File: config.mk
export PLATFORM = sky130hd
export DESIGN_NAME = perint_soc
export DESIGN_NICKNAME = d
export VERILOG_FILES = /design/src/rtl/perint_soc_pkg.sv /design/src/rtl/reset_seq.sv /design/src/rtl/pi_router.sv /design/src/rtl/dev_table.sv /design/src/rtl/int_ctrl.sv /design/src/rtl/scratch_ram.sv /design/src/rtl/perint_soc.sv
export SDC_FILE = /design/constraint.sdc
export NUM_CORES = 2
export LEC_CHECK = 0
export BUFFER_PORTS_ARGS = -buffer_cell sky130_fd_sc_hd__buf_2
export CAP_MARGIN = 20
export CORE_MARGIN = 2
export CORE_UTILIZATION = 40
export DETAILED_ROUTE_END_ITERATION = 8
export PLACE_DENSITY = 0.63
export SYNTH_ARGS = -nofsm -noshare
export SYNTH_HDL_FRONTEND = slang
export SYNTH_SLANG_ARGS = --single-unit
File: constraint.sdc
create_clock -name clk24mhz -period 4.1 [get_ports clk24mhz]
set_clock_uncertainty 0.1 [all_clocks]
set_input_delay 0.205 -clock clk24mhz [delete_from_list [all_inputs] [get_ports clk24mhz]]
set_output_delay 0.205 -clock clk24mhz [all_outputs]
set_load 0.02 [all_outputs]
File: src/rtl/perint_soc_pkg.sv
/* perint_soc shared definitions: bus widths, request and response structs,
   device slots with their map entries, and the software reset codes */
package perint_soc_pkg;

	localparam int ARCH_W = 32;
	localparam int ADDR_W = 30;
	localparam int SEL_W  = 4;

	// Bus operation codes, same encoding as the PerInt op field
	typedef enum logic [1:0] {
		PI_NOP   = 2'd0,
		PI_WRITE = 2'd1,
		PI_READ  = 2'd2
	} pi_op_e;

	typedef struct packed {
		pi_op_e              op;
		logic [ADDR_W-1:0]   addr;
		logic [ARCH_W-1:0]   data;
		logic [SEL_W-1:0]    sel;
	} pi_req_t;

	typedef struct packed {
		logic                rdy;
		logic [ARCH_W-1:0]   data;
	} pi_rsp_t;

	// Slots in map order, the last one catches every unmapped address
	typedef enum logic [1:0] {
		SLOT_DEVTBL  = 2'd0,
		SLOT_INTCTRL = 2'd1,
		SLOT_RAM     = 2'd2,
		SLOT_INVALID = 2'd3
	} slot_e;

	localparam int SLOT_CNT = 4;

	// One device table word, mapsz counts words
	typedef struct packed {
		logic          useintr;
		logic [14:0]   id;
		logic [15:0]   mapsz;
	} dev_entry_t;

	localparam dev_entry_t DEV_MAP [SLOT_CNT] = '{
		'{useintr: 1'b0, id: 15'd7, mapsz: 16'd16},
		'{useintr: 1'b0, id: 15'd3, mapsz: 16'd16},
		'{useintr: 1'b0, id: 15'd1, mapsz: 16'd64},
		'{useintr: 1'b0, id: 15'd0, mapsz: 16'd0}
	};

	localparam int RAM_WORDS = 64;

	localparam int INT_SRC_CNT = 2;
	localparam logic [ARCH_W-1:0] INT_NONE = '1;

	typedef enum logic [1:0] {
		SWRST_NONE   = 2'd0,
		SWRST_WARM   = 2'd1,
		SWRST_PWROFF = 2'd2
	} swrst_e;

endpackage

File: src/rtl/reset_seq.sv
/* Reset sequencer: countdown after external or warm reset, plus a power-off
   latch that holds the SoC in reset until the next external reset */
`timescale 1ns/1ps

module reset_seq import perint_soc_pkg::*; #(
	parameter int RST_CNTR_W = 16
) (
	input  logic   clk24mhz,
	input  logic   rst_p,
	input  swrst_e swrst_i,
	output logic   soc_rst_o
);

	logic [RST_CNTR_W-1:0] rst_cntr_q;
	logic                  pwroff_q;

	// Reload on external or warm reset, otherwise count down to zero
	always_ff @(posedge clk24mhz) begin
		if (rst_p || swrst_i == SWRST_WARM) begin
			rst_cntr_q <= '1;
		end else if (rst_cntr_q != '0) begin
			rst_cntr_q <= rst_cntr_q - 1'b1;
		end
	end

	// Power-off sticks until the board reset is pressed again
	always_ff @(posedge clk24mhz) begin
		if (rst_p) begin
			pwroff_q <= 1'b0;
		end else if (swrst_i == SWRST_PWROFF) begin
			pwroff_q <= 1'b1;
		end
	end

	assign soc_rst_o = (rst_cntr_q != '0) || pwroff_q;

	// Power-off request puts the SoC in reset and the latch keeps it there
	a_pwroff_holds: assert property (@(posedge clk24mhz) disable iff (rst_p)
		(swrst_i == SWRST_PWROFF || pwroff_q) |=> soc_rst_o);

	// Counter stays at zero until some reset source shows up
	a_stays_released: assert property (@(posedge clk24mhz) disable iff (rst_p)
		(!soc_rst_o && swrst_i == SWRST_NONE) |=> !soc_rst_o);

endmodule

File: src/rtl/pi_router.sv
/* Bus router: decodes word addresses against the device map, forwards the
   request to one slot and steers the returned read word back to the master */
`timescale 1ns/1ps

module pi_router import perint_soc_pkg::*; (
	input  logic              clk24mhz,
	input  logic              soc_rst_i,
	input  pi_req_t           pi_req_i,
	output pi_rsp_t           pi_rsp_o,
	output pi_req_t           devtbl_req_o,
	output pi_req_t           intctrl_req_o,
	output pi_req_t           ram_req_o,
	input  logic [ARCH_W-1:0] devtbl_data_i,
	input  logic [ARCH_W-1:0] intctrl_data_i,
	input  logic [ARCH_W-1:0] ram_data_i
);

	// Slots sit back to back from word 0
	localparam logic [ADDR_W-1:0] BASE_DEVTBL  = '0;
	localparam logic [ADDR_W-1:0] BASE_INTCTRL =
		BASE_DEVTBL + ADDR_W'(DEV_MAP[SLOT_DEVTBL].mapsz);
	localparam logic [ADDR_W-1:0] BASE_RAM =
		BASE_INTCTRL + ADDR_W'(DEV_MAP[SLOT_INTCTRL].mapsz);
	localparam logic [ADDR_W-1:0] MAP_END =
		BASE_RAM + ADDR_W'(DEV_MAP[SLOT_RAM].mapsz);

	slot_e slot;
	slot_e rd_slot_q;
	logic  rdy;
	logic  accept;

	// Offset within the slot, op dropped unless this slot takes the request
	function automatic pi_req_t fwd(input pi_req_t req, input slot_e sel_slot,
		input logic acc, input slot_e dev, input logic [ADDR_W-1:0] base);
		pi_req_t r;
		r = req;
		r.addr = req.addr - base;
		if (!(acc && sel_slot == dev)) begin
			r.op = PI_NOP;
		end
		return r;
	endfunction

	always_comb begin
		if (pi_req_i.addr < BASE_INTCTRL) begin
			slot = SLOT_DEVTBL;
		end else if (pi_req_i.addr < BASE_RAM) begin
			slot = SLOT_INTCTRL;
		end else if (pi_req_i.addr < MAP_END) begin
			slot = SLOT_RAM;
		end else begin
			slot = SLOT_INVALID;
		end
	end

	assign rdy    = !soc_rst_i;
	assign accept = rdy && (pi_req_i.op != PI_NOP);

	assign devtbl_req_o  = fwd(pi_req_i, slot, accept, SLOT_DEVTBL, BASE_DEVTBL);
	assign intctrl_req_o = fwd(pi_req_i, slot, accept, SLOT_INTCTRL, BASE_INTCTRL);
	assign ram_req_o     = fwd(pi_req_i, slot, accept, SLOT_RAM, BASE_RAM);

	// Tag of the read in flight, anything else returns zero next cycle
	always_ff @(posedge clk24mhz) begin
		if (soc_rst_i) begin
			rd_slot_q <= SLOT_INVALID;
		end else if (accept && pi_req_i.op == PI_READ) begin
			rd_slot_q <= slot;
		end else begin
			rd_slot_q <= SLOT_INVALID;
		end
	end

	always_comb begin
		pi_rsp_o.rdy = rdy;
		case (rd_slot_q)
			SLOT_DEVTBL:  pi_rsp_o.data = devtbl_data_i;
			SLOT_INTCTRL: pi_rsp_o.data = intctrl_data_i;
			SLOT_RAM:     pi_rsp_o.data = ram_data_i;
			default:      pi_rsp_o.data = '0;
		endcase
	end

	// Master must hold a stalled request unchanged
	a_req_held: assert property (@(posedge clk24mhz)
		(pi_req_i.op != PI_NOP && !rdy) |=> $stable(pi_req_i));

endmodule

File: src/rtl/dev_table.sv
/* Device table: read-only map entries for each slot and the software reset
   control register */
`timescale 1ns/1ps

module dev_table import perint_soc_pkg::*; (
	input  logic              clk24mhz,
	input  logic              soc_rst_i,
	input  pi_req_t           req_i,
	output logic [ARCH_W-1:0] data_o,
	output swrst_e            swrst_o
);

	// Control register sits right after the map entries
	localparam logic [ADDR_W-1:0] CTRL_OFS = ADDR_W'(SLOT_CNT);

	logic [ARCH_W-1:0] rd_word;
	logic [ARCH_W-1:0] data_q;
	swrst_e            swrst_q;

	always_comb begin
		if (req_i.addr < CTRL_OFS) begin
			rd_word = DEV_MAP[slot_e'(req_i.addr[$bits(slot_e)-1:0])];
		end else begin
			rd_word = '0;
		end
	end

	always_ff @(posedge clk24mhz) begin
		if (req_i.op == PI_READ) begin
			data_q <= rd_word;
		end
	end

	// Reset code is a single cycle pulse towards the sequencer
	always_ff @(posedge clk24mhz) begin
		if (soc_rst_i) begin
			swrst_q <= SWRST_NONE;
		end else if (req_i.op == PI_WRITE && req_i.addr == CTRL_OFS) begin
			swrst_q <= swrst_e'(req_i.data[1:0]);
		end else begin
			swrst_q <= SWRST_NONE;
		end
	end

	assign data_o  = data_q;
	assign swrst_o = swrst_q;

endmodule

File: src/rtl/int_ctrl.sv
/* Interrupt controller: pending and enable registers, level request output
   and claim of the lowest enabled pending source by a read */
`timescale 1ns/1ps

module int_ctrl import perint_soc_pkg::*; (
	input  logic                   clk24mhz,
	input  logic                   soc_rst_i,
	input  pi_req_t                req_i,
	output logic [ARCH_W-1:0]      data_o,
	input  logic [INT_SRC_CNT-1:0] irq_src_i,
	output logic                   irq_o
);

	localparam int IDX_W = (INT_SRC_CNT > 1) ? $clog2(INT_SRC_CNT) : 1;

	localparam logic [ADDR_W-1:0] CLAIM_OFS  = ADDR_W'(0);
	localparam logic [ADDR_W-1:0] ENABLE_OFS = ADDR_W'(1);

	logic [INT_SRC_CNT-1:0] pending_q;
	logic [INT_SRC_CNT-1:0] enable_q;
	logic [INT_SRC_CNT-1:0] active;
	logic [INT_SRC_CNT-1:0] clr_mask;
	logic [IDX_W-1:0]       claim_idx;
	logic                   claim_hit;
	logic                   claim;
	logic [ARCH_W-1:0]      data_q;

	assign active = pending_q & enable_q;
	assign claim  = (req_i.op == PI_READ) && (req_i.addr == CLAIM_OFS);

	// Scan from the top so the lowest index wins
	always_comb begin
		claim_hit = 1'b0;
		claim_idx = '0;
		for (int i = INT_SRC_CNT - 1; i >= 0; i--) begin
			if (active[i]) begin
				claim_hit = 1'b1;
				claim_idx = IDX_W'(i);
			end
		end
	end

	always_comb begin
		clr_mask = '0;
		if (claim && claim_hit) begin
			clr_mask[claim_idx] = 1'b1;
		end
	end

	// New pulse wins over a claim of the same source
	always_ff @(posedge clk24mhz) begin
		if (soc_rst_i) begin
			pending_q <= '0;
			enable_q  <= '0;
		end else begin
			pending_q <= (pending_q & ~clr_mask) | irq_src_i;
			if (req_i.op == PI_WRITE && req_i.addr == ENABLE_OFS) begin
				enable_q <= req_i.data[INT_SRC_CNT-1:0];
			end
		end
	end

	always_ff @(posedge clk24mhz) begin
		if (claim) begin
			data_q <= claim_hit ? ARCH_W'(claim_idx) : INT_NONE;
		end else if (req_i.op == PI_READ && req_i.addr == ENABLE_OFS) begin
			data_q <= ARCH_W'(enable_q);
		end else if (req_i.op == PI_READ) begin
			data_q <= '0;
		end
	end

	assign data_o = data_q;
	assign irq_o  = |active;

	// Claimed index is a real source whose pending bit is gone unless it fired again
	a_claim_idx: assert property (@(posedge clk24mhz) disable iff (soc_rst_i)
		(claim && claim_hit) |=> (data_o < ARCH_W'(INT_SRC_CNT)
			&& (pending_q & $past(clr_mask & ~irq_src_i)) == '0));

endmodule

File: src/rtl/scratch_ram.sv
/* Scratch RAM: word memory with per-byte write enables and registered reads */
`timescale 1ns/1ps

module scratch_ram import perint_soc_pkg::*; (
	input  logic              clk24mhz,
	input  pi_req_t           req_i,
	output logic [ARCH_W-1:0] data_o
);

	localparam int RAM_AW = $clog2(RAM_WORDS);

	logic [ARCH_W-1:0] mem [RAM_WORDS];
	logic [RAM_AW-1:0] idx;
	logic [ARCH_W-1:0] data_q;

	// Router only forwards offsets inside the RAM slot
	assign idx = req_i.addr[RAM_AW-1:0];

	always_ff @(posedge clk24mhz) begin
		if (req_i.op == PI_WRITE) begin
			for (int b = 0; b < SEL_W; b++) begin
				if (req_i.sel[b]) begin
					mem[idx][b*8 +: 8] <= req_i.data[b*8 +: 8];
				end
			end
		end
	end

	always_ff @(posedge clk24mhz) begin
		if (req_i.op == PI_READ) begin
			data_q <= mem[idx];
		end
	end

	assign data_o = data_q;

endmodule

File: src/rtl/perint_soc.sv
/* perint_soc top level: reset sequencer, bus router and the three devices
   running on the single 24 MHz clock */
`timescale 1ns/1ps

module perint_soc import perint_soc_pkg::*; #(
	parameter int RST_CNTR_W = 16
) (
	input  logic                   clk24mhz,
	input  logic                   rst_p,
	input  pi_req_t                pi_req_i,
	output pi_rsp_t                pi_rsp_o,
	input  logic [INT_SRC_CNT-1:0] irq_src_i,
	output logic                   irq_o,
	output logic                   soc_rst_o
);

	logic                soc_rst;
	swrst_e              swrst;

	pi_req_t             devtbl_req;
	pi_req_t             intctrl_req;
	pi_req_t             ram_req;

	logic [ARCH_W-1:0]   devtbl_data;
	logic [ARCH_W-1:0]   intctrl_data;
	logic [ARCH_W-1:0]   ram_data;

	assign soc_rst_o = soc_rst;

	reset_seq #(
		.RST_CNTR_W (RST_CNTR_W)
	) reset_seq_i (
		.clk24mhz  (clk24mhz),
		.rst_p     (rst_p),
		.swrst_i   (swrst),
		.soc_rst_o (soc_rst)
	);

	pi_router pi_router_i (
		.clk24mhz       (clk24mhz),
		.soc_rst_i      (soc_rst),
		.pi_req_i       (pi_req_i),
		.pi_rsp_o       (pi_rsp_o),
		.devtbl_req_o   (devtbl_req),
		.intctrl_req_o  (intctrl_req),
		.ram_req_o      (ram_req),
		.devtbl_data_i  (devtbl_data),
		.intctrl_data_i (intctrl_data),
		.ram_data_i     (ram_data)
	);

	dev_table dev_table_i (
		.clk24mhz  (clk24mhz),
		.soc_rst_i (soc_rst),
		.req_i     (devtbl_req),
		.data_o    (devtbl_data),
		.swrst_o   (swrst)
	);

	int_ctrl int_ctrl_i (
		.clk24mhz  (clk24mhz),
		.soc_rst_i (soc_rst),
		.req_i     (intctrl_req),
		.data_o    (intctrl_data),
		.irq_src_i (irq_src_i),
		.irq_o     (irq_o)
	);

	// RAM keeps its contents across every reset
	scratch_ram scratch_ram_i (
		.clk24mhz (clk24mhz),
		.req_i    (ram_req),
		.data_o   (ram_data)
	);

endmodule

* After elaboration in Yosys (flattened, before gate mapping) *
Memory sizes are Yosys's and may differ from the RTL's. A register that Yosys moved wholly into a read port is not among the register bits.
Cells that the tools add are included.

storage, ports and cells
  RAM bits = 2048
  output and inout bits = 35
  register bits after elaboration = 89
  memories kept = 1
  word-level logic and storage cells = 96
  input bits = 72

cells by class
  multiplexer cells = 32
  eq/ne operators = 15
  bitwise gates (word level) = 7
  magnitude comparators = 7
  add/sub/neg operators = 3
  reductions and logical operators = 23

memory list
  name               words  bits a word  rd ports  clocked after Yosys merged registers in  write ports  line               RTL
  scratch_ram_i.mem  64     32           1         1                                        1            scratch_ram.sv:12  logic [ARCH_W-1:0] mem [RAM_WORDS];

operators with widths
  operator                                                      number
  two-way mux 32 bit                                            6
  case mux 32 bit (3 select lines)                              1
  binary-select mux 32 bit (select 2 bit)                       1
  equality test 30 x 1 -> 1 bit (second input constant)         1
  equality test 30 x 3 -> 1 bit (second input constant)         1
  logical NOT 30 bit                                            1
  less-than comparator 30 x 3 -> 1 bit (second input constant)  1
  less-than comparator 30 x 5 -> 1 bit (second input constant)  1
  less-than comparator 30 x 6 -> 1 bit (second input constant)  1
  less-than comparator 30 x 7 -> 1 bit (second input constant)  1
  subtractor 30 x 5 -> 30 bit (second input constant)           1
  two-way mux 1 bit                                             17
  nonzero test 16 bit                                           1
  subtractor 16 x 1 -> 16 bit (second input constant)           1
  equality test 2 bit (second input constant)                   7
  equality test 2 x 1 -> 1 bit (second input constant)          6
  two-way mux 2 bit                                             6
  logical AND 1 bit                                             11
  OR reduction 2 bit                                            3
  subtractor 6 bit (second input constant)                      1
  bitwise AND 2 bit                                             2
  logical NOT 2 bit                                             2
  >= comparator 3 bit (second input constant)                   1
  inverter 2 -> 3 bit                                           1
  other kinds (10)                                              12

* Longest topological paths before layout *
  depth after elaboration = 14
  depth in mapped cells = 12
  mapped depth without buffers = 8

* Modules after synthesis *
From an unflattened synthesis, not the netlist that was laid out.

second synthesis, totals
  cells, all modules = 5289
  area, all modules = 84903.9 um^2

by module, submodules not included
  module       area an instance (um^2)  cells each  instances  sequential area each (um^2)
  scratch_ram  79756.5                  4634        1          62459.9
  pi_router    3027.9                   422         1          40.0
  reset_seq    940.9                    101         1          340.3
  int_ctrl     630.6                    75          1          170.2
  dev_table    548.0                    57          1          160.2

* Worst setup path before layout *
OpenSTA, ideal clock, no wires.

  path type = register to register
  start point = register reset_seq_i.rst_cntr_q[3]
  end point = register scratch_ram_i.data_q[0], in the netlist scratch_ram_i.data_o[0] (read register of scratch_ram_i.mem) (enable)
  arrival time = 3.219 ns
  period minus slack after synthesis = 3.740 ns
  setup slack = 0.360 ns
  path buffers = 0
  stages on the path, launching flop included = 6
  setup time = 0.421 ns
  required time = 3.579 ns
  cells stage by stage = dfxtp_1 nor3_1 and4b_1 nand3_1 or4_1 nor2_1

between the ends
  longest elaborated chain between the ends = 7

RTL lines
  element                 line               RTL
  start, declared         reset_seq.sv:14    logic [RST_CNTR_W-1:0] rst_cntr_q;
  start signal, assigned  reset_seq.sv:22    rst_cntr_q <= rst_cntr_q - 1'b1;
  nonzero test 16 bit     reset_seq.sv:35    assign soc_rst_o = (rst_cntr_q != '0) || pwroff_q;
  logical OR 1 bit        reset_seq.sv:35
  net soc_rst_o           perint_soc.sv:14   output logic soc_rst_o
  logical NOT 1 bit       pi_router.sv:56    assign rdy = !soc_rst_i;
  logical AND 1 bit       pi_router.sv:57    assign accept = rdy && (pi_req_i.op != PI_NOP);
  logical AND 1 bit       pi_router.sv:38    if (!(acc && sel_slot == dev)) begin
  two-way mux 2 bit       pi_router.sv:38
  equality test 2 bit     scratch_ram.sv:30  if (req_i.op == PI_READ) begin
  end, declared           scratch_ram.sv:14  logic [ARCH_W-1:0] data_q;

The timed path passes the listed nets, and every way through them passes these cells.
A chain may end at the register's enable or synchronous reset.

* Final worst setup path *
  start point = input pi_req_i[48] (netlist bit)
  end point = memory scratch_ram_i.mem[12][15] (enable)

between the ends
  longest elaborated chain between the ends = 10
  elaborated cells on any way between the ends = 12
  those cells by class = 3 x order compare; 2 x eq/ne; 6 x mux; 1 x reduce/logical

RTL lines
  element                                      line               RTL
  start, declared                              perint_soc.sv:10   input pi_req_t pi_req_i,
  less-than comparator 30 x 7 -> 1 bit         pi_router.sv:49    end else if (pi_req_i.addr < MAP_END) begin
  two-way mux 1 bit                            pi_router.sv:49
  two-way mux 2 bit                            pi_router.sv:47    end else if (pi_req_i.addr < BASE_RAM) begin
  two-way mux 2 bit (*)                        pi_router.sv:45    if (pi_req_i.addr < BASE_INTCTRL) begin
  equality test 2 bit (*)                      pi_router.sv:38
  logical AND 1 bit (*)                        pi_router.sv:38
  two-way mux 2 bit (*)                        pi_router.sv:38
  equality test 2 x 1 -> 1 bit (*)             scratch_ram.sv:20  if (req_i.op == PI_WRITE) begin
  two-way mux 1 bit (*)                        scratch_ram.sv:20
  two-way mux 1 bit (implied by the code) (*)  scratch_ram.sv:23  mem[idx][b*8 +: 8] <= req_i.data[b*8 +: 8];
  end, declared                                scratch_ram.sv:12

Every way passes the cells marked *; elsewhere a longest branch is shown, timed or not.

==> results by group <==
Outcome
  – Status: completed

Min path
  – Worst hold-check path type: in2reg
  – HP Start: pi_req_i[37]

Timing
  – Maximum clock frequency: 250 MHz
  – Count of final max-slew check failures: 0
  – Hold violation count in the final report: 0
  – RSZ-0062 raised after global routing: no
  – Final worst path period share: between 90% and 100%
  – Final min period: roughly 4000 ps
  – Setup TNS Final: 0 ps
  – Slew at the pin with the worst max-slew slack: 1180 ps
  – Setup Viol. Count Final: 0
  – Worst-case headroom to the max-slew limit: approximately a fifth

Global route
  – Most heavily used metal layer in global routing: met2
  – All-Layer GR Usage: a little over a quarter
  – Met3 GRT Util: 8.79%
  – Via count of the first global-routing pass: about 49000
  – GR Util met2: between 30% and 40%
  – Leftover overflow at the end of global routing: 0
  – Wire length of the first global-routing pass: 390000 um
  – Met1 Usage GRT: 35.1%
  – Antenna violations before repair: 18
  – Maximum number of pins on one net before global-route repair: 79

Drt
  – Routed WL per cell: approximately 35 um
  – DRC violations left: 0
  – Via count of the routed design: between 50000 and 60000
  – DRC violation total after the first TritonRoute iteration: approximately 8600
  – Mean number of vias per cell: between 6 and 7
  – Number of routed nets with antenna violations: 0
  – Iteration count of the initial detailed-routing pass: 8
  – Routed wire length: about 280000 um

Die
  – Standard-cell rows: ~170
  – Placeable core area: around 0.20 mm^2
  – Top Ports: about 110
  – Die Y-Extent: 457 um
  – Die area: approximately 0.21 mm^2
  – Initial core utilization: between 40% and 50%
  – Die boundary width: approximately 460 um

Logic synthesis
  – Sequential cell area fraction in the yosys report: between 70 and 80%
  – Yosys warns: 0
  – Number of nets produced by synthesis: 4790
  – Asr flop ratio synth: 0%
  – Average cell area after synthesis: around 17 um^2
  – Number of instances in the synthesized netlist: about 4700
  – Mapped cell area: 0.0819 mm^2
  – Number of enable-type register cells in the synthesized netlist: ~2100
  – Most instantiated flip-flop cell in the synthesis netlist: sky130_fd_sc_hd__edfxtp_1
  – Post-synthesis sequential element count: 2112
  – Distinct cell type count after synthesis: between 80 and 90
  – Yosys top cell area share: around 76%
  – Top post-synthesis cells by area: sky130_fd_sc_hd__edfxtp_1 76%, sky130_fd_sc_hd__mux4_2 3.4%, sky130_fd_sc_hd__mux2i_1 2.4%
  – Cell type with the largest total area after synthesis: sky130_fd_sc_hd__edfxtp_1

Finish
  – Final nets: ~5400
  – Storage cell area: about 0.063 mm^2
  – Summed area of non-filler cells in the final layout: 0.0960 mm^2
  – Filler Cell Count: ~17000
  – Cell Count, Final, Fillers Out: between 8000 and 9000
  – Multi-input gate area: about 0.017 mm^2
  – Fraction of layout instances using a drive strength above 1: between 20% and 30%
  – Area growth from synthesis to layout: 17.2%
  – Final core area utilization: a little under half

Worst setup path
  – Destination of the worst register-to-register timing path: scratch_ram_i.mem[40][8]
  – Cells on worst reg2reg path: 9
  – Worst Setup EP: scratch_ram_i.mem[12][15]
  – Launching instance or port of the critical path: pi_req_i[48]
  – Critical path depth: 14
  – Endpoint kind of the worst setup timing path: flop
  – Worst setup slack for register-to-register paths: just under 600 ps
  – Slowest-stage cell, CP: sky130_fd_sc_hd__dlygate4sd3_1
  – Critical Path Source Type: primary input
  – Maximum fanout along the worst path: 40
  – Worst path top cell family by delay: buffers and inverters
  – Most frequent cell on the critical path: sky130_fd_sc_hd__buf_4
  – Delay of the slowest cell on the worst path: ~640 ps
  – Reg-to-reg startpoint: reset_seq_i.rst_cntr_q[3]
  – Crit-path cells: dlygate4sd3_1 -> buf_2 -> nor2_1 -> dlygate4sd3_1 -> nand2_1 -> dlygate4sd3_1 -> nor4_2 -> buf_4 -> nor4b_4 -> buf_4 -> nand2_2 -> buf_4 -> nor2_1 -> buf_4
  – CP Buf/Inv Count: 8
  – Critical path required time: about 4600 ps
  – Category of the most critical setup path: in2reg
  – Critical path arrival: about 4500 ps

Placement
  – DP Wirelength: 178000 um
  – Weighted congestion at the end of routability-driven global placement: about 0.91
  – Post-place instance area: 0.0887 mm^2
  – Placed instance count: roughly 7700
  – IO Port Bufs: between 100 and 150

Run
  – Number of maximum-capacitance violations: 0

Power
  – Power density over the cells: 466 mW/mm^2
  – Total chip power: about 45000 uW
  – Largest voltage drop on the vdd net: about 0.38 mV
  – Leakage power total: between 0.03 and 0.04 uW

CTS
  – Post-CTS Setup Repair Bufs: 0
  – Clk Latency, worst-skew pair: ~870 ps
  – Hold_buf cts: 64
  – CTS max path bufs: 3
  – Number of gates given a new drive strength after cts: 0
  – Number of sinks driven by the clock tree: 2112
  – Cell chosen for the clock root: sky130_fd_sc_hd__clkbuf_16
  – TritonCTS clock tree: done
  – Num CTS Buffers: 209
  – Clock transition at the register clock pins on the worst setup and hold paths after CTS: roughly 60 ps
  – H-tree lvl count: 4
==> power breakdown <==
group          switching [uW]  leakage, uW  internal, uW
registers                2.05       0.0190         23700
logic                    1760      0.00906           738
clock network            8260      0.00313         10300
total                   10000       0.0312         34700
==> logic make-up after synthesis <==
kind of cell | after synthesis | synth area share [%]
flops | 2112 | 77.1
compound gates | 988 | 8.81
simple gates | 839 | 4.50
mux | 420 | 7.28
buf+inv | 343 | 2.16
xor+xnor | 12 | 0.128
fa+ha+maj | 2 | 0.0305
==> synthesized netlist by cell type, drive strengths merged, types with 6 or more instances <==
master   number
edfxtp     2087
a221o        36
nand2       255
clkbuf      100
nor4         20
o211ai        6
dfxtp        25
o2bb2ai       7
or2           8
mux2i       193
o221ai       11
nand2b        9
mux2         99
a22oi       210
a22o         69
buf         224
nor2b        12
a222oi       21
o21ai       105
a211oi       16
nor3         22
nor2        383
o22ai        78
a31oi        36
and3         10
mux4        128
or4          10
a21oi       148
nand3        43
xor2          8
o22a         16
or3          11
a221oi      189
nand4        28
inv          17
==> area by class of cell <==
type                       count  share of cell area (%)
sequential                  2112                    65.8
multi-input combinational   2261                    17.9
timing repair buffer         692                    5.92
clock buffer                 259                    5.71
tap                         2688                    3.50
clock inverter               117                    1.10
inverter                      17                  0.0717
antenna                       21                  0.0547
==> metal layers <==
layer	part of all wire (%)	wire, um	up-vias
li1	-	-	20400
met1	37	104000	26200
met2	44	124000	4147
met3	14	39300	702
met4	5.7	16000	32
met5	0.11	299	-
==> state kept, by name, indices dropped and copies added, names as in the netlist <==
name and flops:
dev_table_i.swrst_o 2, pi_router_i.rd_slot_q 2, int_ctrl_i.enable_q 2, int_ctrl_i.pending_q 2, scratch_ram_i.mem 2048, int_ctrl_i.data_o 3, scratch_ram_i.data_o 32, reset_seq_i.pwroff_q 1
dev_table_i.data_o 4, reset_seq_i.rst_cntr_q 16
==> metrics by stage <==
step	hold WS (ps)	setup WS (ps)
3_5_place_dp	283	632
4_1_cts	28.5	275
2_1_floorplan	177	360
3_3_place_gp	283	682
5_1_grt	96.3	26.2
6_report	4.14	98.8
==> placed cells by master, fill, tap and decap left out, types with 36 or more instances in the layout <==
| cell | netlist | routed |
|---|---|---|
| sky130_fd_sc_hd__a22o_1 | 69 | 69 |
| sky130_fd_sc_hd__clkbuf_16 | 0 | 212 |
| sky130_fd_sc_hd__a21oi_1 | 148 | 148 |
| sky130_fd_sc_hd__mux2i_1 | 193 | 193 |
| sky130_fd_sc_hd__edfxtp_1 | 2087 | 2087 |
| sky130_fd_sc_hd__mux2_2 | 95 | 95 |
| sky130_fd_sc_hd__o21ai_0 | 103 | 103 |
| sky130_fd_sc_hd__a221oi_1 | 186 | 186 |
| sky130_fd_sc_hd__nand3_1 | 43 | 43 |
| sky130_fd_sc_hd__nor2_1 | 382 | 375 |
| sky130_fd_sc_hd__o22ai_1 | 78 | 78 |
| sky130_fd_sc_hd__clkinv_1 | 0 | 50 |
| sky130_fd_sc_hd__buf_12 | 2 | 43 |
| sky130_fd_sc_hd__dlygate4sd3_1 | 0 | 66 |
| sky130_fd_sc_hd__clkbuf_1 | 99 | 47 |
| sky130_fd_sc_hd__nand2_1 | 251 | 250 |
| sky130_fd_sc_hd__buf_2 | 135 | 103 |
| sky130_fd_sc_hd__a31oi_1 | 36 | 36 |
| sky130_fd_sc_hd__a22oi_1 | 210 | 210 |
| sky130_fd_sc_hd__mux4_2 | 122 | 122 |
| sky130_fd_sc_hd__a221o_1 | 36 | 36 |
| sky130_fd_sc_hd__buf_4 | 34 | 476 |
==> worst min-delay path: stages <==
cell and delay, ps:
sky130_fd_sc_hd__buf_8 210, sky130_fd_sc_hd__buf_12 250, sky130_fd_sc_hd__a21oi_1 170
==> how the worst min path moves through the flow <==
stage | to | slack, ps | depth (start not counted)
after global placement | reset_seq_i.pwroff_q | 280 | 2
after CTS | dev_table_i.data_o[16] | 30 | 3
final | dev_table_i.data_o[16] | 4 | 3
after global routing | dev_table_i.data_o[16] | 100 | 3
after floorplan | reset_seq_i.pwroff_q | 180 | 1
after detailed placement | reset_seq_i.pwroff_q | 280 | 2
No activity file was read; power rests on OpenSTA's default activity.
